$ cat src/common/cpu_macros.svh
`ifndef CPU_MACROS_SVH
`define CPU_MACROS_SVH

// datapath widths
`define CPU_WORD_W     32
// pc counts words, not bytes
`define CPU_PC_W       16
`define CPU_REG_SEL_W  5
`define CPU_NUM_REGS   32

// opcodes in instr[31:27]
`define CPU_OP_NOP     5'd0
`define CPU_OP_ADD     5'd1
`define CPU_OP_SUB     5'd2
`define CPU_OP_AND     5'd3
`define CPU_OP_OR      5'd4
`define CPU_OP_XOR     5'd5
`define CPU_OP_ADDI    5'd6
// subtract that sets flags and writes no register
`define CPU_OP_CMP     5'd7
// condition code lives in instr[23:22]
`define CPU_OP_BR      5'd8
`define CPU_OP_JMP     5'd9

// operand forward sources
`define CPU_FWD_RF     2'd0
`define CPU_FWD_EXME   2'd1
`define CPU_FWD_MEWB   2'd2

`endif

$ cat src/common/cpu_pkg.sv
`default_nettype none

`include "cpu_macros.svh"

package cpu_pkg;

    //////////////////////////////////////////////////
    // plain vector types
    typedef logic [`CPU_WORD_W-1:0]    word_t;
    typedef logic [`CPU_PC_W-1:0]      pc_t;
    typedef logic [`CPU_WORD_W-1:0]    instr_t;
    typedef logic [`CPU_REG_SEL_W-1:0] reg_sel_t;
    typedef logic [4:0]                opcode_t;
    // bit 1 is N, bit 0 is Z
    typedef logic [1:0]                flags_t;
    typedef logic [1:0]                cond_t;
    typedef logic [1:0]                fwd_sel_t;

    //////////////////////////////////////////////////
    // stage registers
    // fetch to decode
    typedef struct packed {
        logic   valid;
        pc_t    pc_next;
        instr_t instr;
    } fede_t;

    // decode to execute
    typedef struct packed {
        logic     valid;
        pc_t      pc_next;
        opcode_t  op;
        word_t    reg_1_data;
        word_t    reg_2_data;
        reg_sel_t reg_1_sel;
        reg_sel_t reg_2_sel;
        word_t    imm;
        logic     use_imm;
        logic     reg_wrt_en;
        reg_sel_t reg_wrt_sel;
        logic     branch;
        logic     jump;
        cond_t    cond;
        logic     sets_flags;
    } deex_t;

    // execute to retire
    typedef struct packed {
        logic     valid;
        word_t    alu_out;
        pc_t      pc_target;
        logic     branch;
        logic     jump;
        cond_t    cond;
        flags_t   flags;
        logic     reg_wrt_en;
        reg_sel_t reg_wrt_sel;
    } exme_t;

    // writeback bus that doubles as the mem/wb forward source
    typedef struct packed {
        logic     reg_wrt_en;
        reg_sel_t reg_wrt_sel;
        word_t    data;
    } wb_bus_t;

endpackage

`default_nettype wire

$ cat src/logic/fetch_stage.sv
`timescale 1ns/1ps
`default_nettype none

module fetch_stage (
    input  logic           clk,
    input  logic           rst_n,
    input  logic           flush,
    input  cpu_pkg::pc_t   redirect_pc,
    input  cpu_pkg::instr_t instr_data,
    output cpu_pkg::pc_t   instr_addr,
    output cpu_pkg::fede_t fede
);

    import cpu_pkg::*;

    //////////////////////////////////////////////////
    // program counter
    // the pc register is the fetch address itself
    always_ff @(posedge clk) begin
        if (!rst_n) begin
            instr_addr <= '0;
        end else if (flush) begin
            // taken branch or jump from retire
            instr_addr <= redirect_pc;
        end else begin
            instr_addr <= instr_addr + pc_t'(1);
        end
    end

    //////////////////////////////////////////////////
    // fetch/decode register
    always_ff @(posedge clk) begin
        // fetched word and its next pc
        fede.pc_next <= instr_addr + pc_t'(1);
        fede.instr   <= instr_data;
        // word in flight gets squashed on flush
        if (!rst_n) begin
            fede.valid <= 1'b0;
        end else begin
            fede.valid <= !flush;
        end
    end

endmodule

`default_nettype wire

$ cat src/decode/reg_file.sv
`timescale 1ns/1ps
`default_nettype none

`include "cpu_macros.svh"

module reg_file (
    input  logic              clk,
    input  logic              rst_n,
    input  cpu_pkg::reg_sel_t rd_sel_1,
    input  cpu_pkg::reg_sel_t rd_sel_2,
    input  cpu_pkg::wb_bus_t  wb,
    output cpu_pkg::word_t    rd_data_1,
    output cpu_pkg::word_t    rd_data_2
);

    import cpu_pkg::*;

    word_t regs [`CPU_NUM_REGS];

    // write port, fed from the writeback bus
    always_ff @(posedge clk) begin
        if (!rst_n) begin
            regs <= '{default: '0};
        end else if (wb.reg_wrt_en) begin
            regs[wb.reg_wrt_sel] <= wb.data;
        end
    end

    // read ports
    // r0 reads zero
    // same-cycle write bypasses the array
    always_comb begin
        if (rd_sel_1 == '0) begin
            rd_data_1 = '0;
        end else if (wb.reg_wrt_en && wb.reg_wrt_sel == rd_sel_1) begin
            rd_data_1 = wb.data;
        end else begin
            rd_data_1 = regs[rd_sel_1];
        end
        if (rd_sel_2 == '0) begin
            rd_data_2 = '0;
        end else if (wb.reg_wrt_en && wb.reg_wrt_sel == rd_sel_2) begin
            rd_data_2 = wb.data;
        end else begin
            rd_data_2 = regs[rd_sel_2];
        end
    end

endmodule

`default_nettype wire

$ cat src/decode/decode_stage.sv
`timescale 1ns/1ps
`default_nettype none

`include "cpu_macros.svh"

module decode_stage (
    input  logic             clk,
    input  logic             rst_n,
    input  logic             flush,
    input  cpu_pkg::fede_t   fede,
    input  cpu_pkg::wb_bus_t wb,
    output cpu_pkg::deex_t   deex
);

    import cpu_pkg::*;

    reg_sel_t rd;
    reg_sel_t rs1;
    reg_sel_t rs2;
    word_t    rd_data_1;
    word_t    rd_data_2;
    deex_t    dec;

    // instruction fields
    assign rd  = fede.instr[26:22];
    assign rs1 = fede.instr[21:17];
    assign rs2 = fede.instr[16:12];

    reg_file reg_file_inst (
        .clk       (clk),
        .rst_n     (rst_n),
        .rd_sel_1  (rs1),
        .rd_sel_2  (rs2),
        .wb        (wb),
        .rd_data_1 (rd_data_1),
        .rd_data_2 (rd_data_2)
    );

    //////////////////////////////////////////////////
    // control decode
    always_comb begin
        dec             = '0;
        dec.valid       = fede.valid;
        dec.pc_next     = fede.pc_next;
        dec.op          = fede.instr[31:27];
        dec.reg_1_data  = rd_data_1;
        dec.reg_2_data  = rd_data_2;
        dec.reg_1_sel   = rs1;
        dec.reg_2_sel   = rs2;
        // sign extend imm16
        dec.imm         = {{16{fede.instr[15]}}, fede.instr[15:0]};
        dec.reg_wrt_sel = rd;
        // branch condition sits in the low rd bits
        dec.cond        = fede.instr[23:22];
        case (dec.op)
            `CPU_OP_ADD, `CPU_OP_SUB, `CPU_OP_AND, `CPU_OP_OR, `CPU_OP_XOR: begin
                dec.reg_wrt_en = 1'b1;
            end
            `CPU_OP_ADDI: begin
                // rs2 field overlaps imm and is ignored
                dec.reg_wrt_en = 1'b1;
                dec.use_imm    = 1'b1;
            end
            `CPU_OP_CMP: dec.sets_flags = 1'b1;
            `CPU_OP_BR:  dec.branch     = 1'b1;
            `CPU_OP_JMP: dec.jump       = 1'b1;
            default: ;
        endcase
        // r0 is hardwired and never takes a write
        if (rd == '0) begin
            dec.reg_wrt_en = 1'b0;
        end
    end

    //////////////////////////////////////////////////
    // decode/execute register
    always_ff @(posedge clk) begin
        deex <= dec;
        // bubble on flush or empty input
        if (!rst_n) begin
            deex.valid <= 1'b0;
        end else begin
            deex.valid <= fede.valid && !flush;
        end
    end

endmodule

`default_nettype wire

$ cat src/execute/forwarding_unit.sv
`timescale 1ns/1ps
`default_nettype none

`include "cpu_macros.svh"

module forwarding_unit (
    input  cpu_pkg::deex_t    deex,
    input  cpu_pkg::exme_t    exme,
    input  cpu_pkg::wb_bus_t  wb,
    output cpu_pkg::fwd_sel_t fwd_sel_1,
    output cpu_pkg::fwd_sel_t fwd_sel_2
);

    import cpu_pkg::*;

    // exme checked first since it holds the younger write
    // wb enable is already gated by valid in retire
    function automatic fwd_sel_t pick_src(
        input reg_sel_t src,
        input exme_t    exme_in,
        input wb_bus_t  wb_in
    );
        if (exme_in.valid && exme_in.reg_wrt_en && exme_in.reg_wrt_sel == src) begin
            return `CPU_FWD_EXME;
        end else if (wb_in.reg_wrt_en && wb_in.reg_wrt_sel == src) begin
            return `CPU_FWD_MEWB;
        end
        return `CPU_FWD_RF;
    endfunction

    // one select per source operand
    assign fwd_sel_1 = pick_src(deex.reg_1_sel, exme, wb);
    assign fwd_sel_2 = pick_src(deex.reg_2_sel, exme, wb);

endmodule

`default_nettype wire

$ cat src/execute/execute_stage.sv
`timescale 1ns/1ps
`default_nettype none

`include "cpu_macros.svh"

module execute_stage (
    input  logic              clk,
    input  logic              rst_n,
    input  logic              flush,
    input  cpu_pkg::deex_t    deex,
    input  cpu_pkg::fwd_sel_t fwd_sel_1,
    input  cpu_pkg::fwd_sel_t fwd_sel_2,
    input  cpu_pkg::wb_bus_t  wb,
    output cpu_pkg::exme_t    exme
);

    import cpu_pkg::*;

    word_t  op_a;
    word_t  op_b_reg;
    word_t  op_b;
    word_t  alu_out;
    flags_t alu_flags;
    flags_t flag_q;

    // operand source select
    function automatic word_t fwd_pick(
        input fwd_sel_t sel,
        input word_t    rf_val,
        input word_t    exme_val,
        input word_t    wb_val
    );
        case (sel)
            `CPU_FWD_EXME: return exme_val;
            `CPU_FWD_MEWB: return wb_val;
            default:       return rf_val;
        endcase
    endfunction

    //////////////////////////////////////////////////
    // operands
    assign op_a     = fwd_pick(fwd_sel_1, deex.reg_1_data, exme.alu_out, wb.data);
    assign op_b_reg = fwd_pick(fwd_sel_2, deex.reg_2_data, exme.alu_out, wb.data);
    // addi takes the immediate instead of rs2
    assign op_b     = deex.use_imm ? deex.imm : op_b_reg;

    //////////////////////////////////////////////////
    // alu
    always_comb begin
        case (deex.op)
            `CPU_OP_ADD, `CPU_OP_ADDI: alu_out = op_a + op_b;
            `CPU_OP_SUB, `CPU_OP_CMP:  alu_out = op_a - op_b;
            `CPU_OP_AND:               alu_out = op_a & op_b;
            `CPU_OP_OR:                alu_out = op_a | op_b;
            `CPU_OP_XOR:               alu_out = op_a ^ op_b;
            default:                   alu_out = '0;
        endcase
    end

    // N from the sign bit, Z when all zero
    assign alu_flags = {alu_out[`CPU_WORD_W-1], (alu_out == '0)};

    // flag register
    // updates as an unsquashed flag setter leaves execute
    always_ff @(posedge clk) begin
        if (!rst_n) begin
            flag_q <= '0;
        end else if (deex.valid && deex.sets_flags && !flush) begin
            flag_q <= alu_flags;
        end
    end

    //////////////////////////////////////////////////
    // execute/memory register
    always_ff @(posedge clk) begin
        exme.alu_out     <= alu_out;
        // branch and jump targets are pc relative
        exme.pc_target   <= deex.pc_next + pc_t'(deex.imm);
        exme.branch      <= deex.branch;
        exme.jump        <= deex.jump;
        exme.cond        <= deex.cond;
        // flags as seen by this instruction
        exme.flags       <= flag_q;
        exme.reg_wrt_en  <= deex.reg_wrt_en;
        exme.reg_wrt_sel <= deex.reg_wrt_sel;
        if (!rst_n) begin
            exme.valid <= 1'b0;
        end else begin
            exme.valid <= deex.valid && !flush;
        end
    end

endmodule

`default_nettype wire

$ cat src/logic/retire_stage.sv
`timescale 1ns/1ps
`default_nettype none

module retire_stage (
    input  logic             clk,
    input  logic             rst_n,
    input  cpu_pkg::exme_t   exme,
    output logic             flush,
    output cpu_pkg::pc_t     redirect_pc,
    output cpu_pkg::wb_bus_t wb
);

    import cpu_pkg::*;

    logic cond_met;

    //////////////////////////////////////////////////
    // branch resolution
    // flags[0] is Z, flags[1] is N
    always_comb begin
        case (exme.cond)
            2'd0:    cond_met = exme.flags[0];
            2'd1:    cond_met = !exme.flags[0];
            2'd2:    cond_met = exme.flags[1];
            default: cond_met = !exme.flags[1];
        endcase
    end

    // jump always taken
    // flush squashes fetch, decode and execute
    assign flush       = exme.valid && (exme.jump || (exme.branch && cond_met));
    assign redirect_pc = exme.pc_target;

    //////////////////////////////////////////////////
    // memory/writeback register
    always_ff @(posedge clk) begin
        wb.reg_wrt_sel <= exme.reg_wrt_sel;
        wb.data        <= exme.alu_out;
        // one pulse per retiring write
        if (!rst_n) begin
            wb.reg_wrt_en <= 1'b0;
        end else begin
            wb.reg_wrt_en <= exme.valid && exme.reg_wrt_en;
        end
    end

endmodule

`default_nettype wire

$ cat src/logic/cpu_top.sv
`timescale 1ns/1ps
`default_nettype none

module cpu_top (
    input  logic             clk,
    input  logic             rst_n,
    output cpu_pkg::pc_t     instr_addr,
    input  cpu_pkg::instr_t  instr_data,
    output cpu_pkg::wb_bus_t wb
);

    import cpu_pkg::*;

    // stage registers
    fede_t    fede;
    deex_t    deex;
    exme_t    exme;
    // redirect from retire
    logic     flush;
    pc_t      redirect_pc;
    // operand forward selects
    fwd_sel_t fwd_sel_1;
    fwd_sel_t fwd_sel_2;

    fetch_stage fetch_stage_inst (
        .clk         (clk),
        .rst_n       (rst_n),
        .flush       (flush),
        .redirect_pc (redirect_pc),
        .instr_data  (instr_data),
        .instr_addr  (instr_addr),
        .fede        (fede)
    );

    // wb loops back for register writes
    decode_stage decode_stage_inst (
        .clk   (clk),
        .rst_n (rst_n),
        .flush (flush),
        .fede  (fede),
        .wb    (wb),
        .deex  (deex)
    );

    forwarding_unit forwarding_unit_inst (
        .deex      (deex),
        .exme      (exme),
        .wb        (wb),
        .fwd_sel_1 (fwd_sel_1),
        .fwd_sel_2 (fwd_sel_2)
    );

    execute_stage execute_stage_inst (
        .clk       (clk),
        .rst_n     (rst_n),
        .flush     (flush),
        .deex      (deex),
        .fwd_sel_1 (fwd_sel_1),
        .fwd_sel_2 (fwd_sel_2),
        .wb        (wb),
        .exme      (exme)
    );

    retire_stage retire_stage_inst (
        .clk         (clk),
        .rst_n       (rst_n),
        .exme        (exme),
        .flush       (flush),
        .redirect_pc (redirect_pc),
        .wb          (wb)
    );

endmodule

`default_nettype wire

$ cat config.mk
export PLATFORM = sky130hd
export DESIGN_NAME = cpu_top
export DESIGN_NICKNAME = d
export VERILOG_FILES = /design/src/common/cpu_pkg.sv /design/src/logic/fetch_stage.sv /design/src/decode/reg_file.sv /design/src/decode/decode_stage.sv /design/src/execute/forwarding_unit.sv /design/src/execute/execute_stage.sv /design/src/logic/retire_stage.sv /design/src/logic/cpu_top.sv
export VERILOG_INCLUDE_DIRS = /design/src /design/src/common
export SDC_FILE = /design/constraint.sdc
export NUM_CORES = 2
export LEC_CHECK = 0
export BUFFER_PORTS_ARGS = -buffer_cell sky130_fd_sc_hd__buf_2
export CORE_AREA = 2 2 382 384
export DETAILED_ROUTE_END_ITERATION = 12
export DIE_AREA = 0 0 384 386
export GPL_ROUTABILITY_DRIVEN = 0
export SLEW_MARGIN = 5
export SYNTH_ARGS = -nofsm -noshare
export SYNTH_HDL_FRONTEND = slang
export SYNTH_SLANG_ARGS = --single-unit
$ cat constraint.sdc
create_clock -name clk -period 7.1 [get_ports clk]
set_input_delay 0.71 -clock clk [delete_from_list [all_inputs] [get_ports clk]]
set_output_delay 0.71 -clock clk [all_outputs]
set_load 0.02 [all_outputs]
==> out/metrics.sh <==
DETAIL_ROUTE.ITER0.VIOLATIONS=7528
TRITONCTS_NUM_SINKS=1306
FINAL_CELL_COUNT_NO_FILL=9231
NUMBER_OF_DESIGN_RULE_VIOLATIONS_LEFT_AFTER_DETAIL_ROUTING=0
IO-PIN-COUNT=88
CRITPATHLAUNCHTYPE='register'
WORST_HOLD_CLASS='in2reg'
CRIT_PATH_END_KIND='register'
SETUP_VIOL=0
WORSTHOLDENDPOINT='fetch_stage_inst.fede[19]'
WORSTMARGINPINSLEW_NS=1.386
SYNTH_SEQ_CELLS=1306
DETAIL_ROUTE.WL_PER_CELL_UM=28.04
CAP_VIOLATIONS=0
TIMING.CRITICAL_PATH.SLOWEST_CELL_DELAY_NS=0.56
SYNTH.DISTINCT_CELLS=85
HOLDWS_NS=0.04377
NUM-NETS-FINAL=7347
DIE_H_UM=386
CRIT_TYPE='reg2reg'
FINISH.INSTANCE_AREA_MM2=0.07314
NUMBER_OF_CLOCK_BUFFERS_INSERTED_BY_TRITONCTS=145
INITIAL_CORE_UTIL_PCT=45.49
GRTUSAGETOTAL_PCT=34.10
YS_DOMINANT_REG_CELL='sky130_fd_sc_hd__dfxtp_1'
GRT_ANTENNA_BEFORE_REPAIR=5
GRT_START_MAX_NET_PINS=234
SYNTH_EDF_COUNT=0
MAX-VDD-IR-DROP_V=0.0002767
POST_SYNTH_MOST_FREQUENT_CELLS='sky130_fd_sc_hd__nand2_1 (2180), sky130_fd_sc_hd__dfxtp_1 (1306), sky130_fd_sc_hd__a21oi_1 (1162), sky130_fd_sc_hd__clkbuf_1 (608), sky130_fd_sc_hd__mux4_2 (480)'
STANDARD_CELL_WITH_THE_MAXIMUM_STAGE_DELAY_ON_THE_CRITICAL_PATH='sky130_fd_sc_hd__or4_1'
VIAS=58060
PLACED_CELL_AREA_MM2=0.06781
CLK_PIN_SLEW_NS=0.06
LEADING_CELL_TYPE_BY_NUMBER_OF_INSTANCES_AFTER_SYNTHESIS='sky130_fd_sc_hd__nand2_1'
MAX_FREQ_MHz=149.6
GRT_OVERFLOW_TOTAL=0
FIRST_GLOBAL_VIAS=54920
FIN_TNS_SETUP_NS=0
ROWS=140
POST_SYNTH.CELL_AREA_AVG_UM2=8.826
MAXSLEWHEADROOM_PCT=7.610
PLACEABLECOREAREA_MM2=0.1445
POWERDENSITY_mW_PER_MM2=228.0
CELL_AREA_SYNTH_MM2=0.06574
SYNTH.AREA.TOP_CELLS='sky130_fd_sc_hd__dfxtp_1 (40%), sky130_fd_sc_hd__mux4_2 (16%), sky130_fd_sc_hd__nand2_1 (12%)'
WORST-ENDPOINT-REQUIRED_NS=7.83
POST_ROUTE_CELLS_DRIVE_ABOVE_1_SHARE_PCT=16.09
DETAILEDPLACEMENTHPWL_UM=151200
SYNTHCELLS=7449
SLEW_VIOLATIONS=0
FP.DIEW_UM=384
HOLD_PATH.STARTPOINT='instr_data[19]'
CRITICAL_PATH.N_BUFFERS_INVERTERS=3
CLK_SKEW_NS=0.02337
GRT_FIRST_PASS_WIRELENGTH_UM=373500
H-TREE-DEPTH=4
PORT-BUFFER-COUNT=87
POSTSYNTH.ASYNCRESETSHARE_PCT=0
STATIC_LEAK_nW=25.28
CELL_CHOSEN_FOR_THE_CLOCK_ROOT='sky130_fd_sc_hd__clkbuf_16'
SYN_NETS=7604
CTS_BUFFER_DEPTH=3
TIMING.CRITICAL_PATH.MAX_DELAY_FAMILY='simple AND/OR/NAND/NOR gates'
SYNTH_LARGEST_AREA_CELL='sky130_fd_sc_hd__dfxtp_1'
REG2REG_SLACK_NS=0.42
CRITICAL_PATH_ARRIVAL_NS=7.41
SYNTHDOMINANTCELLAREASHARE_PCT=39.77
TERMINUS_OF_THE_CRITICAL_FLOP_TO_FLOP_PATH='execute_stage_inst.flag_q[0]'
DPL.CELL_COUNT=8927
FINAL_ANTENNA_NET_COUNT=0
HOLD_VIOL_FINAL=0
FIRST_PASS_ITERS=6
TIMING.CRITICAL_PATH.DEPTH=25
CRIT_PATH_FREQUENT_CELL='sky130_fd_sc_hd__buf_4'
DIEAREA_MM2=0.1482
AREA.GROWTH.SYNTH_TO_FINAL_PCT=11.26
CRIT-REG2REG-LAUNCH='decode_stage_inst.deex[44]'
CRIT_FANOUT=16
SYNTHESIS.YOSYS.WARNINGS=0
TRITONCTS='built'
WORST_HOLD_PATH.NUM_CELLS=1
FINAL.PERIOD_UTILIZATION_PCT=94.14
FINISH.UTILIZATION_PCT=50.61
R2R_CELLS=25
POST-ROUTE-MIN-PERIOD_NS=6.684
N_FILL_CELL=13230
TOTALWIRELENGTH_UM=258900
SEQUENTIAL_TO_TOTAL_AREA_SHARE_FROM_YOSYS_STAT_PCT=39.77
WORSTSKEWPAIRLATENCY_NS=0.81
VIASPERCELL=6.289
RUN_STATUS='completed'
worst register-to-register path: stages (launching register included):
cell	delay (ns)
sky130_fd_sc_hd__dfxtp_1	0.54
sky130_fd_sc_hd__xnor2_1	0.19
sky130_fd_sc_hd__and4_1	0.35
sky130_fd_sc_hd__buf_4	0.25
sky130_fd_sc_hd__nand3_1	0.10
sky130_fd_sc_hd__a311oi_1	0.51
sky130_fd_sc_hd__a2111oi_2	0.09
sky130_fd_sc_hd__buf_4	0.19
sky130_fd_sc_hd__nand4_1	0.17
sky130_fd_sc_hd__nor4_1	0.07
sky130_fd_sc_hd__buf_4	0.19
sky130_fd_sc_hd__and2_1	0.19
sky130_fd_sc_hd__a21oi_1	0.19
sky130_fd_sc_hd__xnor2_1	0.13
sky130_fd_sc_hd__ha_1	0.40
sky130_fd_sc_hd__nand4_1	0.15
sky130_fd_sc_hd__or2_1	0.24
sky130_fd_sc_hd__a211o_1	0.32
sky130_fd_sc_hd__and3_1	0.27
sky130_fd_sc_hd__xor2_1	0.17
sky130_fd_sc_hd__o21ai_1	0.09
sky130_fd_sc_hd__nor2_1	0.13
sky130_fd_sc_hd__or4b_1	0.50
sky130_fd_sc_hd__or4_1	0.56
sky130_fd_sc_hd__or4_1	0.51
sky130_fd_sc_hd__o21ai_1	0.12
per-stage QoR:
stage,power (mW),setup WS [ns]
after detailed placement,8.866,0.3014
final,16.68,0.4160
after floorplan,8.422,1.108
after global placement,8.866,0.2873
after CTS,16.67,0.2243
after global routing,17.06,-0.01987
cells by family after synthesis:
logic type	after synthesis	synth area share [%]
xor+xnor	105	1.427
simple gates	2715	16.51
flops	1306	39.77
compound gates	1609	14.02
buf+inv	804	4.693
mux	789	21.26
fa+ha+maj	121	2.326
what timing repair did:
| item | CTS | global route |
|---|---|---|
| setup endpoints to repair | 0 | 1 |
| resized for setup | 0 | 5 |
| setup buffers | 0 | 4 |
| hold buffers | 31 | 0 |
| hold endpoints to repair | 31 | 0 |
power by group:
group | switching [mW] | internal, mW
Sequential | 0.0955 | 7.40
Combinational | 0.882 | 0.384
Clock | 3.27 | 4.65
Total | 4.25 | 12.4
cells in the final DEF (no fill, tap or decap), types with 69 or more instances in the layout:
| master | netlist | layout |
|---|---|---|
| sky130_fd_sc_hd__nand2_1 | 2180 | 2151 |
| sky130_fd_sc_hd__dfxtp_1 | 1306 | 1274 |
| sky130_fd_sc_hd__a21oi_1 | 1162 | 1162 |
| sky130_fd_sc_hd__mux4_2 | 480 | 480 |
| sky130_fd_sc_hd__mux2i_1 | 249 | 249 |
| sky130_fd_sc_hd__nor2_1 | 278 | 246 |
| sky130_fd_sc_hd__buf_4 | 0 | 172 |
| sky130_fd_sc_hd__clkbuf_16 | 0 | 149 |
| sky130_fd_sc_hd__ha_1 | 119 | 119 |
| sky130_fd_sc_hd__inv_1 | 95 | 95 |
| sky130_fd_sc_hd__buf_2 | 30 | 87 |
| sky130_fd_sc_hd__a211oi_1 | 72 | 72 |
| sky130_fd_sc_hd__xnor2_1 | 69 | 69 |
worst max path at each step:
stage	slack [ns]	from	endpoint
after floorplan	1.11	retire_stage_inst.wb[34]	execute_stage_inst.flag_q[0]
after global placement	0.29	decode_stage_inst.deex[44]	execute_stage_inst.flag_q[0]
after detailed placement	0.30	decode_stage_inst.deex[44]	execute_stage_inst.flag_q[0]
after CTS	0.22	decode_stage_inst.deex[44]	execute_stage_inst.flag_q[0]
after global routing	-0.02	decode_stage_inst.deex[44]	execute_stage_inst.flag_q[0]
final	0.42	decode_stage_inst.deex[44]	execute_stage_inst.flag_q[0]
final cells by class:
class                      instances  area, um2  area share (%)
timing repair buffer             304       2317           3.168
sequential                      1306      26210           35.83
inverter                          96      367.9          0.5029
multi-input combinational       5339      36890           50.43
clock inverter                    48      650.6          0.8895
clock buffer                     216       4300           5.880
tap                             1917       2399           3.279
antenna                            5      12.51         0.01711
flip-flops by register name (all words and copies together) (netlist names):
register / count
decode_stage_inst.reg_file_inst.regs: 1024
execute_stage_inst.flag_q: 2
decode_stage_inst.deex: 118
retire_stage_inst.wb: 38
fetch_stage_inst.instr_addr: 16
fetch_stage_inst.fede: 49
execute_stage_inst.exme: 59
metal layers:
| layer | share of wire (%) | GRT usage (%) | routed length [um] | vias up |
|---|---|---|---|---|
| li1 | - | - | - | 25540 |
| met5 | 0.011 | 0 | 29 | - |
| met3 | 11 | 7.950 | 29070 | 808 |
| met2 | 44 | 51.63 | 113600 | 3524 |
| met1 | 38 | 43.62 | 98000 | 28180 |
| met4 | 7.0 | 22.29 | 18200 | 4 |
Note: power is estimated with default switching activity, not from simulation.
